## config.mk

```make
export PLATFORM = sky130hd
export DESIGN_NAME = nice_core
export DESIGN_NICKNAME = d
export VERILOG_FILES = /design/src/hdl/nice_icb_pkg.sv /design/src/hdl/nice_isa_pkg.sv /design/src/hdl/nice_core.sv /design/src/hdl/nice_rowbuf.sv /design/src/hdl/nice_seq.sv
export SDC_FILE = /design/constraint.sdc
export NUM_CORES = 1
export LEC_CHECK = 0
export ABC_AREA = 1
export BUFFER_PORTS_ARGS = -buffer_cell sky130_fd_sc_hd__buf_2
export CORE_UTILIZATION = 53
export CTS_BUF_LIST = sky130_fd_sc_hd__clkbuf_16
export DETAILED_ROUTE_END_ITERATION = 8
export PLACE_DENSITY = 0.84
export SLEW_MARGIN = 20
export SYNTH_ARGS = -nofsm -noshare
export SYNTH_HDL_FRONTEND = slang
export SYNTH_SLANG_ARGS = --single-unit
```

## constraint.sdc

```tcl
create_clock -name nice_clk -period 3.1 [get_ports nice_clk]
set_clock_uncertainty 0.15 [all_clocks]
set_input_delay 0.31 -clock nice_clk [delete_from_list [all_inputs] [get_ports nice_clk]]
set_output_delay 0.31 -clock nice_clk [all_outputs]
set_load 0.005 [all_outputs]
```

## src/hdl/nice_icb_pkg.sv

```systemverilog
// nice icb package: memory bus address width, access size and word step
`default_nettype none

package nice_icb_pkg;

   // memory address width
   localparam int unsigned ADDR_W = 32;

   // icb size code for a full 32-bit word
   localparam logic [1:0] SIZE_WORD = 2'b10;

   // byte step from one row word to the next
   localparam logic [ADDR_W-1:0] WORD_BYTES = 32'd4;

endpackage

`default_nettype wire

```

## src/hdl/nice_isa_pkg.sv

```systemverilog
// nice isa package: custom-3 instruction encodings, data width and operation codes
`default_nettype none

package nice_isa_pkg;

   // data word width of the core and the coprocessor
   localparam int unsigned XLEN = 32;

   // custom-3 major opcode, r-type only
   localparam logic [6:0] OPC_CUSTOM3 = 7'b1111011;

   // funct3 codes, lbuf and sbuf share one
   localparam logic [2:0] F3_BUF    = 3'b010;
   localparam logic [2:0] F3_ROWSUM = 3'b110;

   // funct7 codes select the operation
   localparam logic [6:0] F7_LBUF   = 7'b0000001;
   localparam logic [6:0] F7_SBUF   = 7'b0000010;
   localparam logic [6:0] F7_ROWSUM = 7'b0000110;

   // decoded operation, op_none marks an unsupported instruction
   typedef enum logic [1:0] {
      op_none,
      op_lbuf,
      op_sbuf,
      op_rowsum
   } nice_op_e;

endpackage

`default_nettype wire

```

## src/hdl/nice_core.sv

```systemverilog
// nice coprocessor top: joins the sequencer and the row buffer to the core and icb ports
`timescale 1ns/1ps
`default_nettype none

module nice_core #(
   parameter int unsigned row_len = 3
) (
   input  wire logic                                nice_clk,
   input  wire logic                                nice_rst_n,
   output logic                                     nice_active,
   output logic                                     nice_mem_holdup,
   // request channel
   input  wire logic                                nice_req_valid,
   output logic                                     nice_req_ready,
   input  wire logic [nice_isa_pkg::XLEN-1:0]       nice_req_inst,
   input  wire logic [nice_isa_pkg::XLEN-1:0]       nice_req_rs1,
   // response channel
   output logic                                     nice_rsp_valid,
   input  wire logic                                nice_rsp_ready,
   output logic [nice_isa_pkg::XLEN-1:0]            nice_rsp_rdat,
   output logic                                     nice_rsp_err,
   // icb command
   output logic                                     nice_icb_cmd_valid,
   input  wire logic                                nice_icb_cmd_ready,
   output logic [nice_icb_pkg::ADDR_W-1:0]          nice_icb_cmd_addr,
   output logic                                     nice_icb_cmd_read,
   output logic [nice_isa_pkg::XLEN-1:0]            nice_icb_cmd_wdata,
   output logic [1:0]                               nice_icb_cmd_size,
   // icb response
   input  wire logic                                nice_icb_rsp_valid,
   output logic                                     nice_icb_rsp_ready,
   input  wire logic [nice_isa_pkg::XLEN-1:0]       nice_icb_rsp_rdata,
   input  wire logic                                nice_icb_rsp_err
);

   localparam int unsigned idx_w = (row_len > 1) ? $clog2(row_len) : 1;

   // sequencer to row buffer
   logic                            load_wr;
   logic                            sum_wr;
   logic [idx_w-1:0]                wr_idx;
   logic [idx_w-1:0]                rd_idx;
   logic [nice_isa_pkg::XLEN-1:0]   row_sum;

   ////////////////////////////////////////////////////////////////////////////
   // sequencer
   ////////////////////////////////////////////////////////////////////////////
   nice_seq #(
      .row_len (row_len)
   ) u_nice_seq (
      .nice_clk           (nice_clk),
      .nice_rst_n         (nice_rst_n),
      .nice_req_valid     (nice_req_valid),
      .nice_req_ready     (nice_req_ready),
      .nice_req_inst      (nice_req_inst),
      .nice_req_rs1       (nice_req_rs1),
      .nice_rsp_valid     (nice_rsp_valid),
      .nice_rsp_ready     (nice_rsp_ready),
      .nice_rsp_rdat      (nice_rsp_rdat),
      .nice_rsp_err       (nice_rsp_err),
      .nice_icb_cmd_valid (nice_icb_cmd_valid),
      .nice_icb_cmd_ready (nice_icb_cmd_ready),
      .nice_icb_cmd_addr  (nice_icb_cmd_addr),
      .nice_icb_cmd_read  (nice_icb_cmd_read),
      .nice_icb_rsp_valid (nice_icb_rsp_valid),
      .nice_icb_rsp_err   (nice_icb_rsp_err),
      .load_wr            (load_wr),
      .sum_wr             (sum_wr),
      .wr_idx             (wr_idx),
      .rd_idx             (rd_idx),
      .row_sum            (row_sum),
      .nice_active        (nice_active),
      .nice_mem_holdup    (nice_mem_holdup)
   );

   ////////////////////////////////////////////////////////////////////////////
   // row buffer, its read port feeds the store data
   ////////////////////////////////////////////////////////////////////////////
   nice_rowbuf #(
      .row_len (row_len)
   ) u_nice_rowbuf (
      .nice_clk           (nice_clk),
      .nice_rst_n         (nice_rst_n),
      .load_wr            (load_wr),
      .sum_wr             (sum_wr),
      .wr_idx             (wr_idx),
      .nice_icb_rsp_rdata (nice_icb_rsp_rdata),
      .rd_idx             (rd_idx),
      .rd_data            (nice_icb_cmd_wdata),
      .row_sum            (row_sum)
   );

   // word accesses only, responses never back-pressured
   assign nice_icb_cmd_size  = nice_icb_pkg::SIZE_WORD;
   assign nice_icb_rsp_ready = 1'b1;

endmodule

`default_nettype wire

```

## src/hdl/nice_rowbuf.sv

```systemverilog
// nice row buffer: row word registers and row-sum accumulator fed from icb read data
`timescale 1ns/1ps
`default_nettype none

module nice_rowbuf #(
   parameter int unsigned row_len = 3,
   localparam int unsigned idx_w = (row_len > 1) ? $clog2(row_len) : 1
) (
   input  wire logic                            nice_clk,
   input  wire logic                            nice_rst_n,
   // write side, one strobe per memory response
   input  wire logic                            load_wr,
   input  wire logic                            sum_wr,
   input  wire logic [idx_w-1:0]                wr_idx,
   input  wire logic [nice_isa_pkg::XLEN-1:0]   nice_icb_rsp_rdata,
   // read side for store commands
   input  wire logic [idx_w-1:0]                rd_idx,
   output logic [nice_isa_pkg::XLEN-1:0]        rd_data,
   output logic [nice_isa_pkg::XLEN-1:0]        row_sum
);

   logic [nice_isa_pkg::XLEN-1:0] rows [row_len];
   logic [nice_isa_pkg::XLEN-1:0] acc_r;

   ////////////////////////////////////////////////////////////////////////////
   // row entries
   ////////////////////////////////////////////////////////////////////////////
   always_ff @(posedge nice_clk or negedge nice_rst_n) begin
      if (!nice_rst_n) begin
         for (int i = 0; i < row_len; i++) begin
            rows[i] <= '0;
         end
      end else if (load_wr) begin
         // lbuf replaces the entry
         rows[wr_idx] <= nice_icb_rsp_rdata;
      end else if (sum_wr) begin
         // rowsum folds the column value in, wraps at xlen
         rows[wr_idx] <= rows[wr_idx] + nice_icb_rsp_rdata;
      end
   end

   // index past the row end reads zero
   assign rd_data = (rd_idx < row_len) ? rows[rd_idx] : '0;

   ////////////////////////////////////////////////////////////////////////////
   // row-sum accumulator
   ////////////////////////////////////////////////////////////////////////////
   always_ff @(posedge nice_clk) begin
      if (sum_wr) begin
         // word 0 starts a new sum
         if (wr_idx == '0) begin
            acc_r <= nice_icb_rsp_rdata;
         end else begin
            acc_r <= acc_r + nice_icb_rsp_rdata;
         end
      end
   end

   assign row_sum = acc_r;

endmodule

`default_nettype wire

```

## src/hdl/nice_seq.sv

```systemverilog
// nice sequencer: request decode, operation fsm, memory command issue and response build
`timescale 1ns/1ps
`default_nettype none

module nice_seq #(
   parameter int unsigned row_len = 3,
   localparam int unsigned idx_w = (row_len > 1) ? $clog2(row_len) : 1
) (
   input  wire logic                                nice_clk,
   input  wire logic                                nice_rst_n,
   // request channel from the core
   input  wire logic                                nice_req_valid,
   output logic                                     nice_req_ready,
   input  wire logic [nice_isa_pkg::XLEN-1:0]       nice_req_inst,
   input  wire logic [nice_isa_pkg::XLEN-1:0]       nice_req_rs1,
   // response channel to the core
   output logic                                     nice_rsp_valid,
   input  wire logic                                nice_rsp_ready,
   output logic [nice_isa_pkg::XLEN-1:0]            nice_rsp_rdat,
   output logic                                     nice_rsp_err,
   // icb command and response
   output logic                                     nice_icb_cmd_valid,
   input  wire logic                                nice_icb_cmd_ready,
   output logic [nice_icb_pkg::ADDR_W-1:0]          nice_icb_cmd_addr,
   output logic                                     nice_icb_cmd_read,
   input  wire logic                                nice_icb_rsp_valid,
   input  wire logic                                nice_icb_rsp_err,
   // row buffer steering
   output logic                                     load_wr,
   output logic                                     sum_wr,
   output logic [idx_w-1:0]                         wr_idx,
   output logic [idx_w-1:0]                         rd_idx,
   input  wire logic [nice_isa_pkg::XLEN-1:0]       row_sum,
   // core status
   output logic                                     nice_active,
   output logic                                     nice_mem_holdup
);

   // command counter must reach row_len itself
   localparam int unsigned cnt_w = $clog2(row_len + 1);

   localparam logic [1:0] st_idle = 2'd0;
   localparam logic [1:0] st_run  = 2'd1;
   localparam logic [1:0] st_rsp  = 2'd2;

   logic [1:0]                        state;
   nice_isa_pkg::nice_op_e            dec_op;
   nice_isa_pkg::nice_op_e            op_r;
   logic [nice_icb_pkg::ADDR_W-1:0]   base_r;
   logic [nice_icb_pkg::ADDR_W-1:0]   word_off;
   logic [cnt_w-1:0]                  cmd_cnt;
   logic [idx_w-1:0]                  rsp_cnt;
   logic                              err_r;
   logic                              req_hsk;
   logic                              rsp_hsk;
   logic                              cmd_hsk;
   logic                              mem_rsp;
   logic                              mem_rsp_last;

   ////////////////////////////////////////////////////////////////////////////
   // instruction decode
   ////////////////////////////////////////////////////////////////////////////
   always_comb begin
      dec_op = nice_isa_pkg::op_none;
      if (nice_req_inst[6:0] == nice_isa_pkg::OPC_CUSTOM3) begin
         // funct3 picks the group, funct7 the operation inside it
         if (nice_req_inst[14:12] == nice_isa_pkg::F3_BUF) begin
            if (nice_req_inst[31:25] == nice_isa_pkg::F7_LBUF) begin
               dec_op = nice_isa_pkg::op_lbuf;
            end else if (nice_req_inst[31:25] == nice_isa_pkg::F7_SBUF) begin
               dec_op = nice_isa_pkg::op_sbuf;
            end
         end else if (nice_req_inst[14:12] == nice_isa_pkg::F3_ROWSUM &&
                      nice_req_inst[31:25] == nice_isa_pkg::F7_ROWSUM) begin
            dec_op = nice_isa_pkg::op_rowsum;
         end
      end
   end

   // handshakes, icb response side is always ready
   assign req_hsk      = nice_req_valid & nice_req_ready;
   assign rsp_hsk      = nice_rsp_valid & nice_rsp_ready;
   assign cmd_hsk      = nice_icb_cmd_valid & nice_icb_cmd_ready;
   assign mem_rsp      = (state == st_run) & nice_icb_rsp_valid;
   assign mem_rsp_last = mem_rsp & (rsp_cnt == idx_w'(row_len - 1));

   ////////////////////////////////////////////////////////////////////////////
   // operation fsm
   ////////////////////////////////////////////////////////////////////////////
   always_ff @(posedge nice_clk or negedge nice_rst_n) begin
      if (!nice_rst_n) begin
         state <= st_idle;
      end else begin
         case (state)
            st_idle: begin
               // unsupported instruction goes straight to the error response
               if (req_hsk) begin
                  state <= (dec_op == nice_isa_pkg::op_none) ? st_rsp : st_run;
               end
            end
            st_run: begin
               if (mem_rsp_last) begin
                  state <= st_rsp;
               end
            end
            st_rsp: begin
               if (rsp_hsk) begin
                  state <= st_idle;
               end
            end
            default: state <= st_idle;
         endcase
      end
   end

   // operation and sticky error, both captured at acceptance
   always_ff @(posedge nice_clk or negedge nice_rst_n) begin
      if (!nice_rst_n) begin
         op_r  <= nice_isa_pkg::op_none;
         err_r <= 1'b0;
      end else if (req_hsk) begin
         op_r  <= dec_op;
         err_r <= (dec_op == nice_isa_pkg::op_none);
      end else if (mem_rsp & nice_icb_rsp_err) begin
         // any bad beat in the row marks the whole operation
         err_r <= 1'b1;
      end
   end

   // row base address
   always_ff @(posedge nice_clk) begin
      if (req_hsk) begin
         base_r <= nice_req_rs1[nice_icb_pkg::ADDR_W-1:0];
      end
   end

   ////////////////////////////////////////////////////////////////////////////
   // command and response counters
   ////////////////////////////////////////////////////////////////////////////
   always_ff @(posedge nice_clk or negedge nice_rst_n) begin
      if (!nice_rst_n) begin
         cmd_cnt <= '0;
         rsp_cnt <= '0;
      end else if (req_hsk) begin
         cmd_cnt <= '0;
         rsp_cnt <= '0;
      end else begin
         if (cmd_hsk) begin
            cmd_cnt <= cmd_cnt + 1'b1;
         end
         // responses come back in order, so the count is the word index
         if (mem_rsp) begin
            rsp_cnt <= mem_rsp_last ? '0 : rsp_cnt + 1'b1;
         end
      end
   end

   // icb command, fields hold while cmd_ready is low
   assign word_off           = {{(nice_icb_pkg::ADDR_W - cnt_w){1'b0}}, cmd_cnt};
   assign nice_icb_cmd_valid = (state == st_run) & (cmd_cnt != cnt_w'(row_len));
   assign nice_icb_cmd_addr  = base_r + word_off * nice_icb_pkg::WORD_BYTES;
   assign nice_icb_cmd_read  = (op_r != nice_isa_pkg::op_sbuf);

   // row buffer steering
   assign load_wr = mem_rsp & (op_r == nice_isa_pkg::op_lbuf);
   assign sum_wr  = mem_rsp & (op_r == nice_isa_pkg::op_rowsum);
   assign wr_idx  = rsp_cnt;
   assign rd_idx  = cmd_cnt[idx_w-1:0];

   ////////////////////////////////////////////////////////////////////////////
   // core side
   ////////////////////////////////////////////////////////////////////////////
   assign nice_req_ready  = (state == st_idle);
   assign nice_rsp_valid  = (state == st_rsp);
   // only rowsum returns a value
   assign nice_rsp_rdat   = (op_r == nice_isa_pkg::op_rowsum) ? row_sum : '0;
   assign nice_rsp_err    = err_r;
   assign nice_active     = (state == st_idle) ? nice_req_valid : 1'b1;
   assign nice_mem_holdup = (state != st_idle);

endmodule

`default_nettype wire

```

; After elaboration in Yosys (flattened, before gate mapping)
; Cells that the tools add are included.
; Widths: inputs -> output; s select.
[op_classes]
n_lt_le_gt_ge = 4
n_eq_ne = 16
mux = 33
n_reduce_logical = 11
n_bitwise = 11
n_addsub = 5
[op_table]
columns = cell, n
row1 = $mux 32, 8
row2 = $bwmux 96, 2
row3 = $mux 96, 2
row4 = $bmux 32 s2, 2
row5 = $add 32x32->32, 2
row6 = $demux 32 s2, 1
row7 = $add 32x4->32, 1
row8 = $mux 2, 14
row9 = $reduce_bool 2->1, 5
row10 = $and 1x1->1, 9
row11 = $ne 2x2->1 const B, 4
row12 = $eq 7x1->1 const B, 1
row13 = $eq 7x2->1 const B, 1
row14 = $eq 7x3->1 const B, 1
row15 = $eq 7x7->1 const B, 1
row16 = $eq 2x2->1 const B, 3
row17 = $ge 3x3->1 const B, 2
row18 = $logic_not 2->1, 3
row19 = $not 2->3, 2
row20 = $pmux 2 s3, 1
row21 = $add 2x1->2 const B, 2
row22 = $eq 2x1->1 const B, 2
row23 = $eq 3x2->1 const B, 1
row24 = $eq 3x3->1 const B, 1
row25 = other kinds (6), 9
[totals]
input_bits = 103
out_inout_bits = 106
register_bits = 169
word_cells = 90

; Depth between registers and ports, before layout
; Gate-level depths: netlist of run 1.
[logic_depth]
word_depth = 9
depth_mapped = 20
depth_no_buf = 19

; Cells and area by module
; A second synthesis of run 1 with hierarchy kept.
[unflattened]
hier_cells = 2166
hier_area_um2 = 13763.2
[by_module_without_submodules]
columns = mod, area_each_um2, cells_per_inst, instances, seq_area_each_um2
row1 = nice_rowbuf, 11121.9, 1833, 1, 3363.2
row2 = nice_seq, 2611.3, 328, 1, 1186.1
row3 = nice_core, 30.0, 5, 1, 0.0

; Least setup slack after synthesis of run 1
; Ideal clock, no wire load.
[synth_path]
kind = flip-flop to flip-flop
start = register u_nice_seq.state[1]
end = register u_nice_seq.cmd_cnt[0], in the netlist u_nice_seq.rd_idx[0]
arrival_time_ps = 2903
slack_ps = -36
path_stages_with_launch = 8
required_time_ps = 2867
n_path_buf = 0
period_less_slack_ps = 3136
path_cell_list = dfrtp_1 -> nor2_1 -> inv_1 -> nor2_1 -> inv_1 -> nand2_1 -> nand3_1 -> o21ai_0
[synth_between]
word_cells_on_any_way = 7
classes_between = eq/ne (1) / mux (1) / bitwise (3) / reduce/logical (2)
[synth_lines]
columns = item, line
row1 = start: declaration, nice_seq.sv:46  ; logic [1:0] state;
row2 = start signal: assignment, nice_seq.sv:92  ; state <= st_idle;
row3 = start signal: assignment, nice_seq.sv:98  ; state <= (dec_op == nice_isa_pkg::op_none) ? st_rsp : st_run;
row4 = start signal: assignment, nice_seq.sv:103  ; state <= st_rsp;
row5 = $logic_not 2->1 *, nice_seq.sv:173  ; assign nice_req_ready = (state == st_idle);
row6 = net nice_req_ready, nice_core.sv:14  ; output logic nice_req_ready,
row7 = $and 1x1->1 *, nice_seq.sv:81  ; assign req_hsk = nice_req_valid & nice_req_ready;
row8 = net u_nice_seq.req_hsk, nice_seq.sv:54  ; logic req_hsk;
row9 = $mux 2 or $reduce_bool 2->1 (tied branches), -
row10 = end signal: assignment, nice_seq.sv:149  ; cmd_cnt <= cmd_cnt + 1'b1;
row11 = end: declaration, nice_seq.sv:51  ; logic [cnt_w-1:0] cmd_cnt;
; Mark *: on every way through the listed nets, which the timed path passes. The rest lies on a longest branch.
; A chain may end at the register's enable or synchronous reset.

; Worst setup path in the final report of run 1
[layout_path]
start = register u_nice_seq.cmd_cnt[0], in the netlist u_nice_seq.rd_idx[0]
end = output nice_icb_cmd_addr[28] in the netlist's numbering
[layout_between]
elab_chain_cells = 1
[layout_rtl]
columns = item, line
row1 = $add 32x4->32, nice_seq.sv:161  ; assign nice_icb_cmd_addr = base_r + word_off * nice_icb_pkg::WORD_BYTES;
row2 = end: declaration, nice_core.sv:25  ; output logic [nice_icb_pkg::ADDR_W-1:0] nice_icb_cmd_addr,
; No other way between the ends.

==> metrics, run 1 <==
Std-Cell Rows 58; R2R cell count 15; CP Max Fanout 4; Peak VDD IR 0.000401 V; sequential cell area 4550 µm²; drt total wl 45400 µm; status completed; Logic pwr share 27.6%; fmax 324 MHz; Root Driver clkbuf_16; cell area after synthesis 13600 µm²; CP required 2640 ps; total CTS buffers 17; Initial Utilization 54.1%; GRT met3 Usage 5.77%; pre-CTS setup slack 42.6 ps; GRT Residual Overflow 0; most common cell after layout, fill and taps aside nand2_1; total die area 26300 µm²; clock group share of total power 33.7%; P&R area growth vs syn 21.0%; initial antenna violation count 1; RD Place Congestion 0.968; vias in the first global route 14300; GR Util All Layers 33.9%; final setup vio count 0; CP cell instances ha_2 -> inv_2 -> fa_2 -> nand3b_1 -> nor2_4 -> nand3_4 -> nor2_4 -> nand3_4 -> nor2_4 -> nand2_2 -> xnor2_2 -> buf_2; Via density 5.62; Die X 162 µm; leading cell types by total area after synthesis nand2_1, dfrtp_1, edfxtp_1; drt drc 0; Crit path depth 12; Clock Sinks 169; Critical Path Source Type flop; Sw Ratio 35.5%; top-area cell type share of the netlist area 21.0%; R2R Setup Slk 70 ps; Final Core Density 65.4%; vias after detailed routing 15200; FF+latch count, synth 169; Die Ht 162 µm; gr busiest metal met2; max_cap viols 0; Min-Delay Path Class input port to flop; Synth Flop Type dfrtp_1; layout net count 2527; Post-synth ARST share 62.1%; unrepaired setup endpoints after global routing yes; Multi-input gate area 7870 µm²; period utilisation layout 99.4%; pin count of the biggest net entering global routing 82; final worst setup slack 17.5 ps; most frequent cells in the layout nand2_1, inv_1, nor2_1; post-synthesis cell type count 47; DR pass1 iterations 9; GR Util met2 55.4%; Leak Pwr 9.20 nW; CTS Buffer Depth 2; Arrival @ worst endpoint 2620 ps; reg-to-reg endpoint u_nice_rowbuf.rows[73]$_DFFE_PN0P_; crit-path leading delay family simple AND/OR/NAND/NOR gates; minimum clock period 3080 ps; Filler Cell Count 2187; total negative slack 0 ps; DR iter-0 viols 1918; first-pass GRT wire length 69700 µm; Ys Warns 0; CTS clk-pin slew, worst paths 80 ps; H-tree Lvls 4; Critical Path Max Stage Delay 360 ps; DR WL/cell 16.8 µm; Net Sw Power 2.31 mW; Sequential Power Share 38.7%; Mapped Cells 2106; CP endpoint kind output pin; CORE AREA 25200 µm²; TritonCTS clock tree yes; Worst Setup EP nice_icb_cmd_addr[28]; clk_lat worst skew 460 ps; final instance area 16500 µm²; worst reg2reg path startpoint u_nice_seq.wr_idx[0]$_DFFE_PN0P_; cell repeated most along the worst path nor2_4; relative slew slack 29.5%; hpwl dp 32400 µm; count of buffer and inverter cells on the critical path 2; sequential area share after synthesis 33.4%; Setup CP Type flop to output pin; Post-DP Area 15200 µm²; EDFF count, synth 64; Setup crit start u_nice_seq.rd_idx[0]$_DFFE_PN0P_; input/output buffers 190; share of cells above drive strength 1 15.7%; post-synth top area cell nand2_1; Crit-path slowest cell dfrtp_1; Final Hold Viols 0; Slew @ Worst Pin 1060 ps; Pint 4.19 mW; Final Slew Violations 0; Mapped Avg Cell Area 6.46 µm²; IO Pins 209; met1 usage 44.6%; Power Density 395 nW/µm²; antenna-violating nets left 0
-- cell type report --
class | count | share of cell area, %
Sequential cell | 169 | 27.6
Timing Repair Buffer | 295 | 11.7
Clock buffer | 17 | 2.58
Clock inverter | 15 | 0.934
Multi-Input combinational cell | 1573 | 47.8
Tap cell | 330 | 2.51
Inverter | 300 | 6.86
Antenna cell | 1 | 0.0152
-- Yosys cell counts, types with 11 or more instances --
cell type and instances:
nand2_1 761, inv_1 287, nor2_1 217, nand3_1 112, dfrtp_1 105, a21oi_1 94, ha_1 65, edfxtp_1 64
o21ai_0 63, nor3_1 49, clkbuf_1 44, nor4_1 28, o21ai_1 28, a22oi_1 24, xnor2_1 23, xor2_1 21
nand4_1 17, buf_2 11, inv_2 11
-- flip-flops by register name (all words and copies together) (netlist names) --
signal and count:
u_nice_rowbuf.row_sum 32, u_nice_rowbuf.rows 96, u_nice_seq.base_r 32, u_nice_seq.nice_rsp_err 1, u_nice_seq.op_r 2, u_nice_seq.rd_idx 2
u_nice_seq.state 2, u_nice_seq.wr_idx 2
-- routing by layer --
metal | vias up | wire, µm | part of all wire [%]
li1 | 7204 | - | -
met3 | 166 | 4690 | 10
met1 | 6919 | 18400 | 41
met5 | - | 0 | 0
met2 | 889 | 20800 | 46
met4 | 0 | 1430 | 3.2
-- worst min path at each step --
stage,cells after the start,startpoint,endpoint
3_5_place_dp,1,nice_rst_n,u_nice_rowbuf.rows[36]$_DFFE_PN0P_
6_report,3,nice_icb_rsp_valid,u_nice_seq.nice_rsp_err$_DFFE_PN0P_
4_1_cts,3,nice_icb_rsp_valid,u_nice_seq.nice_rsp_err$_DFFE_PN0P_
3_3_place_gp,1,nice_rst_n,u_nice_rowbuf.rows[39]$_DFFE_PN0P_
2_1_floorplan,0,nice_rst_n,u_nice_rowbuf.rows[0]$_DFFE_PN0P_
5_1_grt,3,nice_icb_rsp_valid,u_nice_seq.nice_rsp_err$_DFFE_PN0P_
-- power by group through the flow --
stage | clock [mW] | combinational, mW | sequential [mW]
global route | 2.27 | 1.95 | 2.52
global placement | 0 | 1.64 | 2.55
detailed placement | 0 | 1.68 | 2.55
CTS | 2.20 | 1.74 | 2.51
floorplan | 0 | 0.935 | 2.54
finish | 2.19 | 1.80 | 2.52
-- metrics by stage --
step                      hold WS (ps)  total power [mW]  std cells
after floorplan                   -136              3.48       2107
after global placement            88.1              4.19       2617
after detailed placement          91.0              4.23       2617
after CTS                         25.5              6.44       2689
after global routing              32.5              6.75       2700
final                             23.8              6.50       2700
-- cell families after synthesis --
logic type,share of synthesized area [%]
AO/OA/AOI/OAI,9.93
XOR/XNOR,2.83
adder cells (fa/ha/maj),6.42
buffers and inverters,10.4
flip-flops,33.4
other,0.0552
AND/OR/NAND/NOR,37.0
-- what timing repair did --
action / 4_1_cts / 5_1_grt
hold endpoints to repair: 58 / 0
pin swaps: 5 / 11
hold buffers: 35 / 0
buffers inserted: 5 / 8
setup endpoints to repair: 5 / 91
gates resized for setup: 7 / 51
gates cloned: 0 / 2
-- worst min-delay path, stage by stage --
cell and delay, ps:
buf_2 100, a311oi_1 80, a21oi_1 100
Note: power is estimated with default switching activity, not from simulation.
==> run 2: changes to the inputs <==
Settings changed: CORE_UTILIZATION 53 to 59, PLACE_DENSITY 0.84 to 0.88.
Clock period 3.1 ns to 3 ns, I/O delays scaled along.
==> metrics, run 2 (same netlist as run 1, synthesis figures left out) <==
status finished, violations left; violated checks negative setup slack; Most flops, register u_nice_rowbuf.rows; drt total wl 48300 µm; n_diodes 0; Die Ht 154 µm; vias after detailed routing 15800; DR WL/cell 18.1 µm; Power Density 403 nW/µm²; Slew @ Worst Pin 1060 ps; most frequent cells in the layout nand2_1, inv_1, nor2_1; Hold Path Cell Cnt 3; reg-to-reg endpoint u_nice_rowbuf.rows[23]$_DFFE_PN0P_; R2R cell count 18; DR top layer met4; CORE AREA 22600 µm²; worst reg2reg path startpoint u_nice_seq.wr_idx[0]$_DFFE_PN0P_; H-tree Lvls 4; total CTS buffers 17; CP Max Fanout 3; IO Pins 209; Final Hold Viols 0; pin count of the biggest net entering global routing 66; Min-Delay Path Class input port to flop; number of flip-flops under the largest register name 96; Met2 Routed Length 22100 µm; DR pass1 iterations 6; R2R Setup Slk -50 ps; layout net count 2534; minimum clock period 3340 ps; most common cell after layout, fill and taps aside nand2_1; total die area 23700 µm²; Arrival @ worst endpoint 2890 ps; Die X 154 µm; antenna-violating nets left 0; Std-Cell Rows 55; Tot Pwr 6.84 mW; Critical Path Source Type flop; CTS Buffer Depth 2; GR Util All Layers 38.7%; min-delay src nice_icb_rsp_valid; drt drc 0; Hold Path End u_nice_seq.nice_rsp_err$_DFFE_PN0P_; met3 routed WL 5800 µm; CP required 2550 ps; first-pass GRT wire length 72000 µm; Root Driver clkbuf_16; DR iter-0 viols 2023; Leak Pwr 9.35 nW; clk_lat worst skew 450 ps; GRT Residual Overflow 0; CP endpoint kind output pin; total negative slack -1320 ps; final setup vio count 14; relative slew slack 29.0%; period utilisation layout 111%; fmax 299 MHz; vias in the first global route 14700; P&R area growth vs syn 24.6%; Initial Utilization 60.1%; Final Slew Violations 0; initial antenna violation count 0; final worst setup slack -339 ps; share of cells above drive strength 1 19.4%; Via density 5.95; TritonCTS clock tree yes; Setup CP Type flop to output pin; Clock Sinks 169; Post-Route M1 WL 18200 µm; max_cap viols 0; input/output buffers 190; hpwl dp 32100 µm; RD Place Congestion 0.980; CTS clk-pin slew, worst paths 80 ps; unrepaired setup endpoints after global routing yes; Peak VDD IR 0.000448 V
-- run 2: worst max-delay path by stage --
stage	from	endpoint	slack [ps]	cells after the start
6_report	u_nice_seq.rd_idx[0]$_DFFE_PN0P_	nice_icb_cmd_addr[30]	-340	11
5_1_grt	u_nice_seq.rd_idx[0]$_DFFE_PN0P_	nice_icb_cmd_addr[30]	-420	11
4_1_cts	u_nice_seq.rd_idx[0]$_DFFE_PN0P_	nice_icb_cmd_addr[28]	-110	12
3_5_place_dp	u_nice_seq.wr_idx[0]$_DFFE_PN0P_	u_nice_rowbuf.rows[16]$_DFFE_PN0P_	-20	20
3_3_place_gp	u_nice_seq.wr_idx[0]$_DFFE_PN0P_	u_nice_rowbuf.rows[16]$_DFFE_PN0P_	70	20
2_1_floorplan	u_nice_seq.rd_idx[1]$_DFFE_PN0P_	nice_icb_cmd_addr[28]	10	12
-- run 2: layer usage --
layer / GRT usage (%) / vias up
li1: - / 7239
met1: 49.0 / 7137
met2: 63.5 / 1182
met3: 8.60 / 276
met4: 16.7 / 0
met5: 0 / -
-- run 2: report_power, final --
part	leakage [nW]	internal, mW	switching [mW]
registers	2.03	2.52	0.0932
logic	7.03	0.725	1.21
clock network	0.286	1.11	1.18
-- run 2: timing repair --
action                     in CTS  in global routing
pin swaps                       4                 46
hold buffers                   35                  0
setup endpoints to repair      29                 98
hold endpoints to repair       74                  0
buffers inserted                9                 13
gates cloned                    0                  2
resized for setup              15                154
-- run 2: stage by stage --
step / setup slack, ps / cells / cell area, µm² / hold slack, ps / util, %
after CTS: -107 / 2647 / 16200 / 31.3 / 71.5
after global placement: 68.1 / 2571 / 15100 / 160 / 66.9
after global routing: -424 / 2661 / 17000 / 42.7 / 74.9
final: -339 / 2661 / 17000 / 24.6 / 74.9
after floorplan: 13.0 / 2107 / 13600 / -146 / -
after detailed placement: -22.0 / 2571 / 15100 / 161 / 66.9
-- run 2: layout make-up --
cell class	count	area, µm²
Clock buffer	17	425
Clock inverter	15	159
Fill cell	1702	5680
Inverter	300	1130
Multi-Input combinational cell	1573	8300
Sequential cell	169	4550
Tap cell	285	357
Timing Repair Buffer	302	2030
-- run 2: critical path: stages (launching register included) --
cell and delay (ps):
dfrtp_1 350, ha_2 190, inv_2 40, fa_2 340, nand3b_1 250, nor2_4 170
nand3_4 100, nor2_4 160, nand3_4 140, nor3_2 350, xor2_1 200, buf_2 160
